File: src/rtl/skyking_pkg.sv
// Sky King shared constants
`default_nettype none

package skyking_pkg;

	// Pixel coordinates
	localparam int COORD_W = 10;

	// 640x480 horizontal timing in pixel clocks
	localparam int H_ACTIVE = 640;
	localparam int H_FRONT = 16;
	localparam int H_SYNC = 96;
	localparam int H_BACK = 48;
	localparam int H_TOTAL = H_ACTIVE + H_FRONT + H_SYNC + H_BACK;

	// Vertical timing in lines
	localparam int V_ACTIVE = 480;
	localparam int V_FRONT = 10;
	localparam int V_SYNC = 2;
	localparam int V_BACK = 33;
	localparam int V_TOTAL = V_ACTIVE + V_FRONT + V_SYNC + V_BACK;

	// Per-channel colour depth
	localparam int COLOR_W = 2;

	// Scope XY generator
	localparam int XY_X_W = 8;
	localparam int XY_Y_W = 7;
	localparam int XY_STEPS = 32;
	localparam int PHASE_W = 5;
	localparam int TRIG_BIT = 3;

	// Output mode select from ui_in
	localparam int MODE_W = 2;

endpackage

`default_nettype wire

File: src/rtl/vga_sync_gen.sv
// VGA sync generator
`timescale 1ns/1ps
`default_nettype none

module vga_sync_gen
	import skyking_pkg::*;
(
	input  logic               clk,
	input  logic               rst_n,
	output logic [COORD_W-1:0] hpos,
	output logic [COORD_W-1:0] vpos,
	output logic               hsync,
	output logic               vsync,
	output logic               display_on
);

	logic h_wrap;
	logic v_wrap;

	assign h_wrap = (hpos == COORD_W'(H_TOTAL - 1));
	assign v_wrap = (vpos == COORD_W'(V_TOTAL - 1));

	always_ff @(posedge clk) begin
		if (!rst_n) begin
			hpos <= '0;
		end else if (h_wrap) begin
			hpos <= '0;
		end else begin
			hpos <= hpos + 1'b1;
		end
	end

	// Line counter advances once per line
	always_ff @(posedge clk) begin
		if (!rst_n) begin
			vpos <= '0;
		end else if (h_wrap) begin
			if (v_wrap) begin
				vpos <= '0;
			end else begin
				vpos <= vpos + 1'b1;
			end
		end
	end

	// Both syncs are active low
	assign hsync = !((hpos >= H_ACTIVE + H_FRONT) && (hpos < H_ACTIVE + H_FRONT + H_SYNC));
	assign vsync = !((vpos >= V_ACTIVE + V_FRONT) && (vpos < V_ACTIVE + V_FRONT + V_SYNC));

	assign display_on = (hpos < H_ACTIVE) && (vpos < V_ACTIVE);

endmodule

`default_nettype wire

File: src/rtl/scene_renderer.sv
// Sky and aircraft renderer
`timescale 1ns/1ps
`default_nettype none

module scene_renderer
	import skyking_pkg::*;
(
	input  logic [COORD_W-1:0] hpos,
	input  logic [COORD_W-1:0] vpos,
	input  logic               display_on,
	output logic [COLOR_W-1:0] r,
	output logic [COLOR_W-1:0] g,
	output logic [COLOR_W-1:0] b
);

	logic [1:0]         band;
	logic [COLOR_W-1:0] r_sky;
	logic [COLOR_W-1:0] g_sky;
	logic               plane;
	logic               lit;

	// Inclusive bounds on both axes
	function automatic logic in_rect(input int x, input int y,
			input int x0, input int x1, input int y0, input int y1);
		return (x >= x0) && (x <= x1) && (y >= y0) && (y <= y1);
	endfunction

	// Four horizontal bands, warmer toward the bottom
	assign band = vpos[8:7];
	assign r_sky = {1'b1, ~&band};
	assign g_sky = ~band;

	assign plane = in_rect(hpos, vpos, 310, 330, 180, 300)
		| in_rect(hpos, vpos, 260, 380, 230, 240)
		| in_rect(hpos, vpos, 270, 370, 240, 244)
		| in_rect(hpos, vpos, 290, 350, 295, 300)
		| in_rect(hpos, vpos, 300, 340, 293, 295)
		| in_rect(hpos, vpos, 287, 293, 210, 255)
		| in_rect(hpos, vpos, 347, 353, 210, 255)
		| in_rect(hpos, vpos, 280, 300, 215, 216)
		| in_rect(hpos, vpos, 340, 360, 215, 216)
		| in_rect(hpos, vpos, 315, 325, 175, 180);

	// Silhouette and blanking both force black
	assign lit = display_on && !plane;

	assign r = lit ? r_sky : '0;
	assign g = lit ? g_sky : '0;
	assign b = '0;

endmodule

`default_nettype wire

File: src/rtl/xy_pattern_gen.sv
// Scope XY pattern generator
`timescale 1ns/1ps
`default_nettype none

module xy_pattern_gen
	import skyking_pkg::*;
(
	input  logic              clk,
	input  logic              rst_n,
	output logic [XY_X_W-1:0] x_out,
	output logic [XY_Y_W-1:0] y_out,
	output logic              trig
);

	// One lap of the closed figure, phase 0 first
	localparam logic [XY_X_W-1:0] X_TABLE [XY_STEPS] = '{
		8'd186, 8'd207, 8'd225, 8'd239, 8'd249, 8'd254, 8'd254, 8'd249,
		8'd240, 8'd226, 8'd209, 8'd188, 8'd165, 8'd140, 8'd115, 8'd91,
		8'd68,  8'd47,  8'd29,  8'd15,  8'd5,   8'd0,   8'd0,   8'd5,
		8'd14,  8'd28,  8'd46,  8'd67,  8'd90,  8'd114, 8'd139, 8'd164
	};

	localparam logic [XY_Y_W-1:0] Y_TABLE [XY_STEPS] = '{
		7'd120, 7'd113, 7'd104, 7'd94,  7'd83,  7'd71,  7'd58,  7'd46,
		7'd34,  7'd24,  7'd15,  7'd7,   7'd3,   7'd0,   7'd0,   7'd2,
		7'd7,   7'd13,  7'd22,  7'd33,  7'd44,  7'd56,  7'd69,  7'd81,
		7'd93,  7'd103, 7'd112, 7'd119, 7'd124, 7'd126, 7'd126, 7'd124
	};

	logic [PHASE_W-1:0] phase;

	always_ff @(posedge clk) begin
		if (!rst_n) begin
			phase <= '0;
		end else if (phase == PHASE_W'(XY_STEPS - 1)) begin
			phase <= '0;
		end else begin
			phase <= phase + 1'b1;
		end
	end

	// Sample registers load the entry of the phase before it steps
	always_ff @(posedge clk) begin
		if (!rst_n) begin
			x_out <= '0;
			y_out <= '0;
		end else begin
			x_out <= X_TABLE[phase];
			y_out <= Y_TABLE[phase];
		end
	end

	// Runs one entry ahead of the registered sample
	assign trig = phase[TRIG_BIT];

endmodule

`default_nettype wire

File: src/rtl/pin_mux.sv
// Output pin multiplexer
`timescale 1ns/1ps
`default_nettype none

module pin_mux
	import skyking_pkg::*;
(
	input  logic [MODE_W-1:0]  mode,
	input  logic               hsync,
	input  logic               vsync,
	input  logic [COLOR_W-1:0] r,
	input  logic [COLOR_W-1:0] g,
	input  logic [COLOR_W-1:0] b,
	input  logic [XY_X_W-1:0]  x_out,
	input  logic [XY_Y_W-1:0]  y_out,
	input  logic               trig,
	output logic [7:0]         uo_out,
	output logic [7:0]         uio_out
);

	logic [7:0] vga_byte;
	logic [7:0] scope1_byte;
	logic [7:0] scope2_y_byte;
	logic [7:0] scope2_x_byte;

	// TinyVGA PMOD pinout
	assign vga_byte = {hsync, b[0], g[0], r[0], vsync, b[1], g[1], r[1]};

	// Single PMOD carries the upper bits of both axes
	assign scope1_byte = {x_out[4], x_out[6], y_out[4], y_out[6],
		x_out[5], x_out[7], y_out[5], trig};

	// Two PMODs give each axis its own byte
	assign scope2_y_byte = {trig, y_out[5], y_out[3], y_out[1],
		y_out[6], y_out[4], y_out[2], y_out[0]};
	assign scope2_x_byte = {x_out[7], x_out[5], x_out[3], x_out[1],
		x_out[6], x_out[4], x_out[2], x_out[0]};

	// Bit 0 steers uo_out, bit 1 steers uio_out
	assign uo_out = mode[0] ? (mode[1] ? scope2_y_byte : scope1_byte) : vga_byte;
	assign uio_out = mode[1] ? scope2_x_byte : 8'h00;

endmodule

`default_nettype wire

File: src/rtl/skyking_top.sv
// Sky King tile top
`timescale 1ns/1ps
`default_nettype none

module skyking_top
	import skyking_pkg::*;
(
	input  logic       clk,
	input  logic       rst_n,
	input  logic       ena,
	input  logic [7:0] ui_in,
	input  logic [7:0] uio_in,
	output logic [7:0] uo_out,
	output logic [7:0] uio_out,
	output logic [7:0] uio_oe
);

	logic [COORD_W-1:0] hpos;
	logic [COORD_W-1:0] vpos;
	logic               hsync;
	logic               vsync;
	logic               display_on;
	logic [COLOR_W-1:0] r;
	logic [COLOR_W-1:0] g;
	logic [COLOR_W-1:0] b;
	logic [XY_X_W-1:0]  x_out;
	logic [XY_Y_W-1:0]  y_out;
	logic               trig;
	logic               unused;

	vga_sync_gen sync_i (
		.clk        (clk),
		.rst_n      (rst_n),
		.hpos       (hpos),
		.vpos       (vpos),
		.hsync      (hsync),
		.vsync      (vsync),
		.display_on (display_on)
	);

	scene_renderer scene_i (
		.hpos       (hpos),
		.vpos       (vpos),
		.display_on (display_on),
		.r          (r),
		.g          (g),
		.b          (b)
	);

	xy_pattern_gen xy_i (
		.clk   (clk),
		.rst_n (rst_n),
		.x_out (x_out),
		.y_out (y_out),
		.trig  (trig)
	);

	pin_mux mux_i (
		.mode    (ui_in[MODE_W-1:0]),
		.hsync   (hsync),
		.vsync   (vsync),
		.r       (r),
		.g       (g),
		.b       (b),
		.x_out   (x_out),
		.y_out   (y_out),
		.trig    (trig),
		.uo_out  (uo_out),
		.uio_out (uio_out)
	);

	// Bidirectional pins are outputs only
	assign uio_oe = 8'hff;

	assign unused = &{ena, ui_in[7:MODE_W], uio_in};

endmodule

`default_nettype wire

File: config.mk
export PLATFORM = sky130hd
export DESIGN_NAME = skyking_top
export DESIGN_NICKNAME = d
export VERILOG_FILES = /design/src/rtl/skyking_pkg.sv /design/src/rtl/vga_sync_gen.sv /design/src/rtl/scene_renderer.sv /design/src/rtl/xy_pattern_gen.sv /design/src/rtl/pin_mux.sv /design/src/rtl/skyking_top.sv
export SDC_FILE = /design/constraint.sdc
export NUM_CORES = 1
export LEC_CHECK = 0
export BUFFER_PORTS_ARGS = -buffer_cell sky130_fd_sc_hd__buf_2
export CAP_MARGIN = 25
export CORE_ASPECT_RATIO = 0.9
export CORE_MARGIN = 2
export CORE_UTILIZATION = 55
export CTS_CLUSTER_DIAMETER = 40
export CTS_CLUSTER_SIZE = 28
export DETAILED_ROUTE_END_ITERATION = 10
export PLACE_DENSITY = 0.76
export SLEW_MARGIN = 5
export SYNTH_ARGS = -nofsm -noshare
export SYNTH_HDL_FRONTEND = slang
export SYNTH_SLANG_ARGS = --single-unit
File: constraint.sdc
create_clock -name clk -period 5.1 [get_ports clk]
set_input_delay 0.51 -clock clk [delete_from_list [all_inputs] [get_ports clk]]
set_output_delay 0.51 -clock clk [all_outputs]
set_load 0.02 [all_outputs]
==> summary.md <==
| Metric | Value |
|---|---|
| Post-Place Setup Slack | 2.15 ns |
| Port bufs | 19 |
| Mapped Cells | 453 |
| Worst reg2reg endpoint | sync_i.vpos[9] |
| Cts bufs inserted | 5 |
| Detailed Route WL | 7.97 mm |
| Largest net degree at the start of global routing | 39 |
| Setup crit end | uo_out[1] |
| Final setup vio count | 0 |
| Tcrit/Tclk final | 64.7% |
| Worst hold path class | reg -> reg |
| Gpl congestion | 0.988 |
| Final Hold Fails | 0 |
| Met1 GRT Util | 32.5% |
| Die Ht | 78.5 um |
| Post-CTS Setup Bufs | 0 |
| Commonest cells in the synthesized netlist | nor2_1 (45), dfxtp_1 (40), nand2_1 (38), clkbuf_1 (35), a21oi_1 (30) |
| H-Tree Level Count | 2 |
| Avg WL per Cell | 15.5 um |
| R2r worst-path depth | 6 |
| Final instance area | 3520 um2 |
| Slew @ Worst Pin | 0.986 ns |
| Max Cap Viol | 0 |
| R2R Setup Slk | 2.53 ns |
| Post-CTS Hold Buffers | 0 |
| EDFF count, synth | 0 |
| Worst EP arrival | 2.79 ns |
| Kind of critical path | reg -> out |
| Min setup slack post-route | 1.80 ns |
| Initial antenna violation count | 0 |
| Async S/R FF share, synth | 0% |
| Cell variety after synth | 67 |
| Worst r2r src | sync_i.hpos[2] |
| Cell Area, Synth | 3390 um2 |
| Crit path max fanout | 15 |
| DRT iter0 DRCs | 250 |
| Layout area overhead | 3.83% |
| Slew Viols, Final | 0 |
| Setup TNS | 0 ns |
| Area of placed instances | 3400 um2 |
| Die ar. | 6820 um2 |
| Power Density | 212 nW/um2 |
| Clock latency on the worst-skew pair | 0.30 ns |
| All-Layer GR Usage | 24.2% |
| Seq/Total Area, Yosys | 23.6% |
| Final clock skew | 0.00899 ns |
| N_diodes | 0 |
| WP data required | 4.59 ns |
| Post-route ant nets | 0 |
| RSZ-0062 raised after global routing | false |
| Busiest grt layer | met2 |
| Register area | 801 um2 |
| Clock root cell | clkbuf_8 |
| Area leader, netlist | dfxtp_1 |
| Crit. End Element | output port |
| Minimum clock period | 3.30 ns |
| DR vias | 3217 |
| CTS resizes | 0 |
| Status | finished clean |
| Final Net Count | 476 |
| Leak | 1.31 nW |
| Avg Inst Size Synth | 7.49 um2 |
| Multi-input logic area | 2350 um2 |
| CTS max path bufs | 2 |
| Core area | 6050 um2 |
| Syn. warnings | 0 |
| Number of remaining DRC errors | 0 |
| TritonRoute pass-1 iters | 5 |
| First-pass GRT wire length | 13.5 mm |
| Top cells by area, synth | dfxtp_1 (24%), ha_1 (6.3%), nor2_1 (5.0%) |
| Yosys reg bits | 40 |
| Die width | 86.8 um |
| Clock sinks | 40 |
| Yosys top cell area share | 23.6% |
| Share of layout cells above drive strength 1 | 8.84% |
| Slew Limit Headroom | 34.2% |
| FP Rows | 27 |
| CTS tree | done |
| Critical Path Source | sync_i.hpos[8] |
| Ports | 43 |
| Filler cells | 561 |
| Initial core utilization | 56.1% |
| Clock transition at the registers of the reported paths | 0.08 ns |
| GRT Residual Overflow | 0 |
| Highest clock rate | 0.303 GHz |
| Most common cell in the netlist | nor2_1 |
| Maximum vdd drop | 0.130 mV |
| Vias in the first global route | 2960 |
| Avg Vias per Cell | 6.27 |
| Grt met3 use | 3.15% |
| Post-synth top flop | dfxtp_1 |
| CP startpoint kind | flip-flop |
| GRT met2 Usage | 38.9% |
| HPWL Detailed | 5.57 mm |
[report_power, final]
group / internal (mW) / switching [mW]
combinational: 0.0502 / 0.0712
clock: 0.160 / 0.116
sequential: 0.327 / 0.0218
total: 0.537 / 0.209
[how the worst min path moves through the flow]
| stage | depth (start not counted) | startpoint | endpoint |
|---|---|---|---|
| after global routing | 2 | sync_i.vpos[0] | sync_i.vpos[0] |
| after global placement | 2 | sync_i.vpos[0] | sync_i.vpos[0] |
| after floorplan | 1 | sync_i.hpos[0] | sync_i.hpos[0] |
| final | 2 | sync_i.vpos[0] | sync_i.vpos[0] |
| after detailed placement | 2 | sync_i.vpos[0] | sync_i.vpos[0] |
| after CTS | 2 | sync_i.vpos[0] | sync_i.vpos[0] |
[cell families (layout without fill, tap and decap cells)]
family	count (synthesis)	after routing	synth area share, %
AOI/OAI and AO/OA	110	110	21.8
xor gates and xnor gates	20	20	5.16
adders and majority gates	17	17	6.27
buffers and inverters	62	43	7.85
DFF	40	40	23.6
muxes	14	14	4.98
other	1	8	0.110
and+or+nand+nor	189	189	30.2
[per-layer routing]
metal | wire length, um | vias to the layer above
met2 | 3760 | 125
met5 | 0 | -
li1 | - | 1579
met3 | 453 | 19
met4 | 134 | 0
met1 | 3610 | 1494
[layout make-up]
class                   instances  area share, %
multi-input cells             358           66.8
flip-flops and latches         40           22.7
repair buffers                 20           2.91
well taps                      72           2.56
clock buffers                   6           2.34
inverters                      15           1.60
clock inverters                 2           1.10
[sequential cells by signal, summed over array words and instances, names as in the netlist]
signal       cells
sync_i.hpos     10
xy_i.phase       5
xy_i.x_out       8
xy_i.y_out       7
sync_i.vpos     10
[per-stage QoR]
stage	util, %	hold slack [ns]	power (mW)	cells
6_report	58.3	0.547	0.746	513
3_5_place_dp	56.3	0.540	0.476	505
5_1_grt	58.3	0.588	0.782	513
4_1_cts	58.3	0.551	0.747	513
2_1_floorplan	-	0.491	0.450	460
3_3_place_gp	56.3	0.529	0.474	505
[layout by cell type (no fill, tap or decap), types with 4 or more instances in the layout]
| master | instances |
|---|---|
| nor2_1 | 45 |
| dfxtp_1 | 40 |
| nand2_1 | 38 |
| a21oi_1 | 30 |
| o21ai_0 | 21 |
| and2_1 | 20 |
| nand3_1 | 19 |
| buf_2 | 19 |
| ha_1 | 17 |
| inv_1 | 14 |
| nand4_1 | 14 |
| xnor2_1 | 11 |
| nor2b_1 | 10 |
| mux2i_1 | 9 |
| xor2_1 | 9 |
| conb_1 | 8 |
| nor4_1 | 6 |
| and3_1 | 6 |
| a21boi_0 | 6 |
| clkbuf_8 | 6 |
| o21a_1 | 5 |
| o211ai_1 | 5 |
| nand2b_1 | 5 |
| o31ai_1 | 4 |
[worst max-delay path: stages (launching register included)]
cell and delay (ns):
dfxtp_1 0.67, or3b_4 0.46, or4_4 0.50, o32ai_2 0.25, a31oi_1 0.08, o221ai_2 0.25
o31ai_1 0.10, buf_2 0.18
Note: power is estimated with default switching activity, not from simulation.
